--- src/design/fetch_pkg.sv ---
`default_nettype none

package fetch_pkg;

    localparam int xlen = 32;

    typedef logic [xlen-1:0] addr_t;
    typedef logic [xlen-1:0] insn_t;

    // major opcodes, bits [6:0]
    localparam logic [6:0] opc_jal    = 7'b1101111;
    localparam logic [6:0] opc_branch = 7'b1100011;

    // 2-bit saturating branch counter, msb set means taken
    typedef logic [1:0] ctr_t;

    localparam ctr_t ctr_weak_nt = 2'b01;   // reset value
    localparam ctr_t ctr_max     = 2'b11;
    localparam ctr_t ctr_min     = 2'b00;

    // J-type offset: imm[20|10:1|11|19:12]
    function automatic addr_t imm_j(input insn_t i);
        return {{11{i[31]}}, i[31], i[19:12], i[20], i[30:21], 1'b0};
    endfunction

    // B-type offset: imm[12|10:5] in [31:25], imm[4:1|11] in [11:7]
    function automatic addr_t imm_b(input insn_t i);
        return {{19{i[31]}}, i[31], i[7], i[30:25], i[11:8], 1'b0};
    endfunction

endpackage

`default_nettype wire
--- src/design/fetch_frontend.sv ---
`timescale 1ns/10ps
`default_nettype none

module fetch_frontend #(
    parameter int cache_lines = 64,
    parameter int bht_entries = 64
) (
    input  logic             clk_in,
    input  logic             br_reset,
    input  logic             rdy_in,
    input  logic             stall,
    input  logic             jalr_valid,
    input  fetch_pkg::addr_t jalr_pc,
    input  logic             redirect_valid,
    input  fetch_pkg::addr_t redirect_pc,
    input  logic             update_valid,
    input  fetch_pkg::addr_t update_pc,
    input  logic             update_taken,
    output logic             out_valid,
    output fetch_pkg::insn_t out_insn,
    output fetch_pkg::addr_t out_pc,
    output fetch_pkg::addr_t out_next_pc,
    output logic             wb_cyc,
    output logic             wb_stb,
    output fetch_pkg::addr_t wb_adr,
    input  fetch_pkg::insn_t wb_dat_rd,
    input  logic             wb_ack
);

    import fetch_pkg::*;

    // fetcher <-> cache
    logic  fetch_valid;
    addr_t fetch_pc;
    logic  insn_ready;
    insn_t insn;

    // fetcher <-> predictor
    insn_t pred_insn;
    addr_t pred_pc;
    addr_t pred_next_pc;

    insn_fetcher i_fetcher (
        .clk_in         (clk_in),
        .br_reset       (br_reset),
        .rdy_in         (rdy_in),
        .stall          (stall),
        .jalr_valid     (jalr_valid),
        .jalr_pc        (jalr_pc),
        .redirect_valid (redirect_valid),
        .redirect_pc    (redirect_pc),
        .fetch_valid    (fetch_valid),
        .fetch_pc       (fetch_pc),
        .insn_ready     (insn_ready),
        .insn           (insn),
        .pred_insn      (pred_insn),
        .pred_pc        (pred_pc),
        .pred_next_pc   (pred_next_pc),
        .out_valid      (out_valid),
        .out_insn       (out_insn),
        .out_pc         (out_pc),
        .out_next_pc    (out_next_pc)
    );

    icache #(
        .cache_lines (cache_lines)
    ) i_icache (
        .clk_in      (clk_in),
        .br_reset    (br_reset),
        .fetch_valid (fetch_valid),
        .fetch_pc    (fetch_pc),
        .insn_ready  (insn_ready),
        .insn        (insn),
        .wb_cyc      (wb_cyc),
        .wb_stb      (wb_stb),
        .wb_adr      (wb_adr),
        .wb_dat_rd   (wb_dat_rd),
        .wb_ack      (wb_ack)
    );

    branch_predictor #(
        .bht_entries (bht_entries)
    ) i_bpred (
        .clk_in       (clk_in),
        .br_reset     (br_reset),
        .pred_insn    (pred_insn),
        .pred_pc      (pred_pc),
        .pred_next_pc (pred_next_pc),
        .update_valid (update_valid),
        .update_pc    (update_pc),
        .update_taken (update_taken)
    );

endmodule

`default_nettype wire

--- src/design/insn_fetcher.sv ---
`timescale 1ns/10ps
`default_nettype none

module insn_fetcher (
    input  logic             clk_in,
    input  logic             br_reset,
    input  logic             rdy_in,        // low freezes everything
    input  logic             stall,         // decoder back-pressure

    input  logic             jalr_valid,
    input  fetch_pkg::addr_t jalr_pc,
    input  logic             redirect_valid,
    input  fetch_pkg::addr_t redirect_pc,

    // instruction cache
    output logic             fetch_valid,
    output fetch_pkg::addr_t fetch_pc,
    input  logic             insn_ready,
    input  fetch_pkg::insn_t insn,

    // branch predictor
    output fetch_pkg::insn_t pred_insn,
    output fetch_pkg::addr_t pred_pc,
    input  fetch_pkg::addr_t pred_next_pc,

    // decoder
    output logic             out_valid,
    output fetch_pkg::insn_t out_insn,
    output fetch_pkg::addr_t out_pc,
    output fetch_pkg::addr_t out_next_pc
);

    import fetch_pkg::*;

    typedef enum logic {
        st_idle,    // no request outstanding
        st_wait     // fetch_valid high, waiting on the cache
    } fetch_state_e;

    fetch_state_e state;
    addr_t        pc;

    logic  redirect;
    addr_t redirect_target;
    logic  is_jal;
    addr_t next_pc;
    logic  take;

    // pc only moves on accept or redirect, both of which drop fetch_valid
    assign fetch_pc  = pc;
    assign pred_pc   = pc;
    assign pred_insn = insn;

    // reorder buffer wins over the decoder's jalr
    assign redirect        = redirect_valid || jalr_valid;
    assign redirect_target = redirect_valid ? redirect_pc : jalr_pc;

    assign take = (state == st_wait) && insn_ready && !stall;

    always_comb begin
        is_jal = (insn[6:0] == opc_jal);
        if (is_jal) begin
            next_pc = pc + imm_j(insn);  // target known without prediction
        end else begin
            next_pc = pred_next_pc;
        end
    end

    always_ff @(posedge clk_in) begin
        if (br_reset) begin
            state       <= st_idle;
            pc          <= '0;
            fetch_valid <= 1'b0;
            out_valid   <= 1'b0;
        end else if (rdy_in) begin
            out_valid <= 1'b0;             // single cycle pulse
            if (redirect) begin
                // abandon whatever is in flight
                pc          <= redirect_target;
                fetch_valid <= 1'b0;
                state       <= st_idle;
            end else begin
                case (state)
                    st_idle: begin
                        if (!stall) begin
                            fetch_valid <= 1'b1;
                            state       <= st_wait;
                        end
                    end
                    st_wait: begin
                        if (take) begin
                            pc          <= next_pc;
                            fetch_valid <= 1'b0;
                            out_valid   <= 1'b1;
                            state       <= st_idle;
                        end
                    end
                endcase
            end
        end
    end

    // decoder payload qualified by out_valid
    always_ff @(posedge clk_in) begin
        if (rdy_in && !redirect && take) begin
            out_insn    <= insn;
            out_pc      <= pc;
            out_next_pc <= next_pc;
        end
    end

endmodule

`default_nettype wire

--- src/design/icache.sv ---
`timescale 1ns/10ps
`default_nettype none

module icache #(
    parameter int cache_lines = 64     // power of two, at least 2
) (
    input  logic             clk_in,
    input  logic             br_reset,

    // fetcher side
    input  logic             fetch_valid,
    input  fetch_pkg::addr_t fetch_pc,
    output logic             insn_ready,
    output fetch_pkg::insn_t insn,

    // wishbone classic, read only
    output logic             wb_cyc,
    output logic             wb_stb,
    output fetch_pkg::addr_t wb_adr,
    input  fetch_pkg::insn_t wb_dat_rd,
    input  logic             wb_ack
);

    import fetch_pkg::*;

    localparam int idx_bits = $clog2(cache_lines);
    localparam int tag_bits = xlen - idx_bits - 2;

    logic [tag_bits-1:0]    tag_mem [cache_lines];
    insn_t                  data_mem [cache_lines];
    logic [cache_lines-1:0] valid_q;

    logic [idx_bits-1:0] req_idx;
    logic [tag_bits-1:0] req_tag;
    logic [idx_bits-1:0] fill_idx;
    logic [tag_bits-1:0] fill_tag;

    logic hit;
    logic accept;
    logic start_refill;
    logic answer_hit;
    logic answer_fill;
    logic abandoned;          // request withdrawn during the refill

    // word address modulo cache_lines
    assign req_idx  = fetch_pc[idx_bits+1:2];
    assign req_tag  = fetch_pc[xlen-1:idx_bits+2];
    assign fill_idx = wb_adr[idx_bits+1:2];
    assign fill_tag = wb_adr[xlen-1:idx_bits+2];

    assign hit = valid_q[req_idx] && (tag_mem[req_idx] == req_tag);

    // a new request is only taken once the previous answer is gone
    // and no bus cycle is running
    assign accept       = fetch_valid && !insn_ready && !wb_cyc;
    assign answer_hit   = accept && hit;
    assign start_refill = accept && !hit;
    assign answer_fill  = wb_cyc && wb_ack && fetch_valid && !abandoned;

    always_ff @(posedge clk_in) begin
        if (br_reset) begin
            insn_ready <= 1'b0;
            wb_cyc     <= 1'b0;
            wb_stb     <= 1'b0;
            abandoned  <= 1'b0;
            valid_q    <= '0;
        end else if (wb_cyc) begin
            if (wb_ack) begin
                wb_cyc            <= 1'b0;
                wb_stb            <= 1'b0;
                valid_q[fill_idx] <= 1'b1;  // line fills even if dropped
                if (answer_fill) begin
                    insn_ready <= 1'b1;
                end
            end else if (!fetch_valid) begin
                abandoned <= 1'b1;
            end
        end else if (insn_ready) begin
            // hold the answer until the fetcher lets go
            if (!fetch_valid) begin
                insn_ready <= 1'b0;
            end
        end else if (answer_hit) begin
            insn_ready <= 1'b1;
        end else if (start_refill) begin
            wb_cyc    <= 1'b1;
            wb_stb    <= 1'b1;
            abandoned <= 1'b0;
        end
    end

    always_ff @(posedge clk_in) begin
        if (answer_hit) begin
            insn <= data_mem[req_idx];
        end else if (answer_fill) begin
            insn <= wb_dat_rd;            // forward straight from the bus
        end
        if (start_refill) begin
            wb_adr <= {fetch_pc[xlen-1:2], 2'b00};
        end
    end

    // line write at the ack edge
    always_ff @(posedge clk_in) begin
        if (wb_cyc && wb_ack) begin
            tag_mem[fill_idx]  <= fill_tag;
            data_mem[fill_idx] <= wb_dat_rd;
        end
    end

endmodule

`default_nettype wire

--- src/design/branch_predictor.sv ---
`timescale 1ns/10ps
`default_nettype none

module branch_predictor #(
    parameter int bht_entries = 64     // power of two, at least 2
) (
    input  logic             clk_in,
    input  logic             br_reset,

    // lookup from the fetcher
    input  fetch_pkg::insn_t pred_insn,
    input  fetch_pkg::addr_t pred_pc,
    output fetch_pkg::addr_t pred_next_pc,

    // training from the reorder buffer
    input  logic             update_valid,
    input  fetch_pkg::addr_t update_pc,
    input  logic             update_taken
);

    import fetch_pkg::*;

    localparam int idx_bits = $clog2(bht_entries);

    ctr_t bht [bht_entries];

    logic [idx_bits-1:0] pred_idx;
    logic [idx_bits-1:0] upd_idx;
    logic                is_branch;
    logic                predict_taken;
    ctr_t                upd_ctr;

    // index skips the byte offset
    assign pred_idx = pred_pc[idx_bits+1:2];
    assign upd_idx  = update_pc[idx_bits+1:2];

    always_comb begin
        is_branch     = (pred_insn[6:0] == opc_branch);
        predict_taken = is_branch && bht[pred_idx][1];   // counter >= 2
        if (predict_taken) begin
            pred_next_pc = pred_pc + imm_b(pred_insn);
        end else begin
            pred_next_pc = pred_pc + 32'd4;
        end
    end

    // one saturating step toward the outcome
    always_comb begin
        upd_ctr = bht[upd_idx];
        if (update_taken) begin
            if (upd_ctr != ctr_max) begin
                upd_ctr = upd_ctr + 2'd1;
            end
        end else if (upd_ctr != ctr_min) begin
            upd_ctr = upd_ctr - 2'd1;
        end
    end

    always_ff @(posedge clk_in) begin
        if (br_reset) begin
            for (int i = 0; i < bht_entries; i++) begin
                bht[i] <= ctr_weak_nt;
            end
        end else if (update_valid) begin
            bht[upd_idx] <= upd_ctr;
        end
    end

endmodule

`default_nettype wire

--- config.mk ---
export PLATFORM = sky130hd
export DESIGN_NAME = fetch_frontend
export DESIGN_NICKNAME = d
export VERILOG_FILES = /design/src/design/fetch_pkg.sv /design/src/design/fetch_frontend.sv /design/src/design/insn_fetcher.sv /design/src/design/icache.sv /design/src/design/branch_predictor.sv
export SDC_FILE = /design/constraint.sdc
export NUM_CORES = 2
export LEC_CHECK = 0
export BUFFER_PORTS_ARGS = -buffer_cell sky130_fd_sc_hd__buf_4
export CAP_MARGIN = 25
export CORE_MARGIN = 10
export CORE_UTILIZATION = 25
export CTS_CLUSTER_DIAMETER = 50
export DETAILED_ROUTE_END_ITERATION = 8
export MAX_ROUTING_LAYER = met4
export PLACE_DENSITY = 0.43
export SYNTH_ARGS = -nofsm -noshare
export SYNTH_HDL_FRONTEND = slang
export SYNTH_SLANG_ARGS = --single-unit
--- constraint.sdc ---
create_clock -name clk_in -period 11.2 [get_ports clk_in]
set_input_delay 1.12 -clock clk_in [delete_from_list [all_inputs] [get_ports clk_in]]
set_output_delay 1.12 -clock clk_in [all_outputs]
set_load 0.05 [all_outputs]
; ---- After elaboration in Yosys (flattened, before gate mapping)
; Memories as Yosys holds them, arrays and structs flattened. A register that Yosys moved wholly into a read port is not among the register bits.
; Cells that the tools add are included.
; Widths: inputs -> output; s select.
[op_classes]
shift = 0
bitwise = 2
div_mod_pow = 0
n_eq_ne = 12
order_cmp = 3
n_addsub = 5
n_mux = 64
reduce_logical = 33
mul = 0
[ops]
columns = cell, n
row1 = $mux 32, 8
row2 = $add 32x32->32, 2
row3 = $or 64x64->64, 1
row4 = $mux 6, 7
row5 = $mux 1, 41
row6 = $add 32x3->32 const B, 1
row7 = $eq 24x24->1, 1
row8 = $eq 7x7->1 const B, 2
row9 = $logic_and 1x1->1, 14
row10 = $lt 6x7->1 const B, 2
row11 = $ne 2x2->1 const B, 6
row12 = $reduce_bool 2->1, 5
row13 = $mux 2, 4
row14 = $bmux 1 s6, 1
row15 = $demux 1 s6, 1
row16 = $ge 6x1->1 const B, 1
row17 = $logic_not 1->1, 6
row18 = $reduce_and 3->1, 2
row19 = $reduce_and 5->1, 1
row20 = $pmux 1 s2, 2
row21 = $reduce_and 2->1, 2
row22 = $reduce_and 4->1, 1
row23 = $ne 3x2->1 const B, 1
row24 = $ne 3x3->1 const B, 1
row25 = 6 further kinds, 6
[totals]
ff_bits = 261
n_memories = 3
rom_bits = 0
ramBits = 3712
inputBits = 137
latchBits = 0
out_inout_bits = 131
[mem_list]
columns = name, depth, width, read_ports, rd_ports_with_merged_regs, write_ports, line
row1 = i_icache.data_mem, 64, 32, 1, 1, 1, icache.sv:30  ; insn_t data_mem [cache_lines];
row2 = i_icache.tag_mem, 64, 24, 1, 1, 1, icache.sv:29  ; logic [tag_bits-1:0] tag_mem [cache_lines];
row3 = i_bpred.bht, 64, 2, 2, 1, 64, branch_predictor.sv:25  ; ctr_t bht [bht_entries];

; ---- Longest topological paths before layout
[logic_depth]
ltp_word = 9
mapped_depth = 20
mapped_depth_nobuf = 13

; ---- Modules after synthesis
; A second synthesis with hierarchy kept.
[unflattened]
cells_unflattened = 8026
hier_area_um2 = 159658.1
[by_module_without_submodules]
columns = mod, cells_each, area_per_inst_um2, n_inst
row1 = icache, 6261, 142086.3, 1
row2 = branch_predictor, 996, 9893.2, 1
row3 = insn_fetcher, 769, 7678.6, 1

; ---- Worst setup path after synthesis
; No wires, ideal clock.
[synth_path]
path_type = flip-flop to flip-flop
from = register with a tool-made name
to = register i_icache.insn[0] (enable)
t_arrival_ns = 5.055
path_stages_with_launch = 16
slack_ns = 5.719
setup_ns = 0.425
path_cell_list = dfxtp_1 buf_4 buf_2 buf_2 buf_2 buf_1 mux4_2 mux2i_1 o22ai_1 nor4_2 xor2_1 o2111ai_1 or4_1 nor4_2 nand2_1 o21ai_1
[synth_lines]
columns = item, line
row1 = to (signal assigned), icache.sv:94  ; insn <= data_mem[req_idx];
row2 = to (signal assigned), icache.sv:96  ; insn <= wb_dat_rd;
row3 = to (decl), icache.sv:14  ; output fetch_pkg::insn_t insn,

==> out/metrics.yaml <==
io_buffers: 239
place_area_um2: 171000
ff2ff_setup_slack_ns: 4.09
grt_pass1_wl_um: 736000
min_period_ns: 7.11
hold_class: "in2reg"
clockBufferDepth: 4
synth_top_family_by_area: "multiplexers"
regArea_um2: 118000
fin_setup_tns_ns: 0
post_layout_nonfiller_instances: 16900
drt-initial-drc-count: 9020
wl_um: 547000
yosys.area_share.adder_pct: 0.388
layout_commonest_cell: "edfxtp_1"
crit_chain: "buf_4 > buf_12 > mux4_2 > mux2i_1 > o22ai_1 > or4_1 > o311ai_0 > o2111ai_1 > or4_1 > nor4_2 > nand2_1 > o21ai_4 > buf_4"
worst_hold_path.endpoint: "i_fetcher.fetch_pc[0]$_SDFFE_PP0P_"
die_x_um: 813
power.internal_mw: 25.7
p_sw_share_pct: 22.8
min_from: "rdy_in"
root_buffer: "clkbuf_16"
multi_input_comb_area_um2: 37200
syn_inst: 7574
timing.rr.end: "i_icache.insn[19]$_DFFE_PP_"
grt_max_degree: 134
fin_util_pct: 29.6
clock-skew-final_ns: 0.112
cts.clk_slew.worst_paths_ns: 0.06
drive_gt1_share_pct: 29.0
ys_async_sr_fraction_pct: 0
cp_max_fo: 109
ys_seq_area_share_pct: 75.2
cts_sinks: 3978
maxCapViolCount: 0
initial_core_util_pct: 25.1
fillers: 61300
syn_area_per_cell_um2: 20.8
gp_congestion: 0.802
clkLatencyLatePin_ns: 1.06
combPwrFrac_pct: 6.4
cp_data_arrival_time_ns: 7.73
io_pins: 268
dp_hpwl_um: 315000
path_class: "reg2reg"
cp_slowest_cell: "buf_4"
stdcell_area_um2: 186000
synth.area.mux_share_pct: 16.2
power.density_nw_per_um2: 180
reg2reg_depth: 13
timing.hold.ws_ns: 0.404
grt_pass1_vias: 83900
max_freq_mhz: 141
slew_headroom_pct: 18.9
seqPwrFrac_pct: 49.1
report.final.slew_viol_count: 0
cts_tree: "done"
hold_buffers: 0
core_um2: 628000
vias: 82800
die_h_um: 813
outcome: "finished, final reports clean"
slowest_delay_ns: 0.78
yosys_most_used_dff: "edfxtp_1"
wl_per_cell_um: 32.3
leakage_nw: 56.5
ant_nets: 0
syn2layout_area_growth_pct: 18.0
end_kind: "flop"
final_nets: 8330
dieArea_um2: 662000
htreeDepth: 5
synth_cell_type_count: 88
p_sw_mw: 7.62
cts_buffers: 447
required_ns: 11.82
start_kind: "flop"
hold_path_depth: 2
synth_compound_area_share_pct: 3.08
vdd_drop_max_v: 0.000131
rsz0062_at_grt: "no"
hold_viol: 0
num_rows: 291
synth_edf_count: 3869
antenna_found_initial: 54
setup_ws_ns: 4.09
ys_ff_latch: 3978
post-cts-setup-buffers: 0
place_ws_ns: 3.56
synth-xor-area-share_pct: 0.401
final-setup-viol-count: 0
overflow: 0
finalCritPeriodShare_pct: 63.5
dr.pass1.iters: 5
drcViolationCount: 0
dp_cells: 16000
ys.warnings.count: 0
track_usage_pct: 16.4
cts_resized: 0
vias_per_cell: 4.90
finalPower_mw: 33.3
worstMarginPinSlew_ns: 1.19
synthSimpleGateAreaFrac_pct: 3.21
power_frac_clock_pct: 44.5
final_cell_mix: "edfxtp_1, mux4_2, buf_4, clkbuf_16, nor2_1"
synth_area_um2: 157000
[state kept, by name, indices dropped and copies added, names as in the netlist, named ones only]
register               flops
i_icache.data_mem       2048
i_icache.tag_mem        1536
i_bpred.bht              128
i_icache.valid_q          64
i_fetcher.fetch_pc        32
i_fetcher.out_insn        32
i_fetcher.out_next_pc     32
i_icache.insn             32
i_fetcher.out_pc          31
i_icache.wb_adr           30
i_fetcher.fetch_valid      1
i_fetcher.out_valid        1
i_fetcher.state            1
i_icache.abandoned         1
i_icache.insn_ready        1
i_icache.wb_cyc            1
i_icache.wb_stb            1
[area by class of cell]
cell class | count | share of cell area (%)
multi-input cells | 3121 | 20.0
flip-flops and latches | 3978 | 63.8
diodes | 21 | 0.0283
clock buffers | 530 | 6.26
inverters | 37 | 0.0843
clock inverters | 303 | 1.71
well taps | 8350 | 5.63
repair buffers | 562 | 2.48
[metal layers]
layer | vias up | global-route usage (%) | wire length (um)
li1 | 32900 | - | -
met1 | 46100 | 22.0 | 235000
met2 | 3070 | 26.7 | 265000
met3 | 739 | 2.33 | 33100
met4 | 0 | 3.57 | 13500
met5 | - | - | 0
[Yosys cell counts (all sizes together), types with 11 or more instances]
cell	number	area (um^2)
clkbuf	209	785
or3	13	81.3
xnor2	44	385
a31oi	41	257
nor2b	26	163
edfxtp	3869	116000
xor2	28	245
a211oi	25	193
a32o	11	110
nor3b	12	90.1
o21a	20	150
o21ba	15	150
nand4	26	163
or2	44	275
and2	26	163
nor3	67	335
inv	35	131
o211ai	18	135
mux4	1040	23400
dfxtp	109	2180
o31ai	13	97.6
nand2b	65	407
a22o	33	289
nor4	11	81.3
buf	230	1480
o21ai	71	355
o221ai	20	175
mux2i	143	1430
a22oi	85	638
nand2	270	1010
nand3	81	405
and3	33	206
a221oi	31	272
o22ai	53	332
a21o	32	240
ha	44	551
a2111oi	12	111
mux2	53	597
a21oi	129	646
nor2	365	1370
[kinds of logic after synthesis]
group / Yosys count
mux: 1236
xor+xnor: 72
fa+ha+maj: 48
simple gates: 1075
compound gates: 688
buf+inv: 476
other cells: 1
flops: 3978
[power groups by stage]
stage	sequential (mW)	combinational (mW)	clock, mW
2_1_floorplan	16.7	1.33	0
3_3_place_gp	16.7	2.16	0
3_5_place_dp	16.7	2.18	0
4_1_cts	16.4	2.18	15.1
5_1_grt	16.4	2.28	15.7
6_report	16.4	2.14	14.8
[worst max path at each step]
stage	to	slack (ns)	cells past startpoint
6_report	i_icache.insn[19]$_DFFE_PP_	4.09	13
5_1_grt	i_icache.insn[19]$_DFFE_PP_	4.01	13
4_1_cts	i_icache.insn[8]$_DFFE_PP_	3.56	12
3_5_place_dp	i_icache.insn[0]$_DFFE_PP_	3.56	12
3_3_place_gp	i_icache.insn[0]$_DFFE_PP_	3.54	12
2_1_floorplan	i_icache.insn[0]$_DFFE_PP_	5.72	15
[worst max-delay path, delay by kind of cell (launching register included)]
| kind | cells | cell delay, ns |
|---|---|---|
| AOI/OAI and AO/OA | 4 | 0.78 |
| muxes | 2 | 0.69 |
| DFF | 1 | 0.70 |
| and+or+nand+nor | 4 | 2.16 |
| buffers and inverters | 3 | 2.13 |
Note: power is estimated with default switching activity, not from simulation.
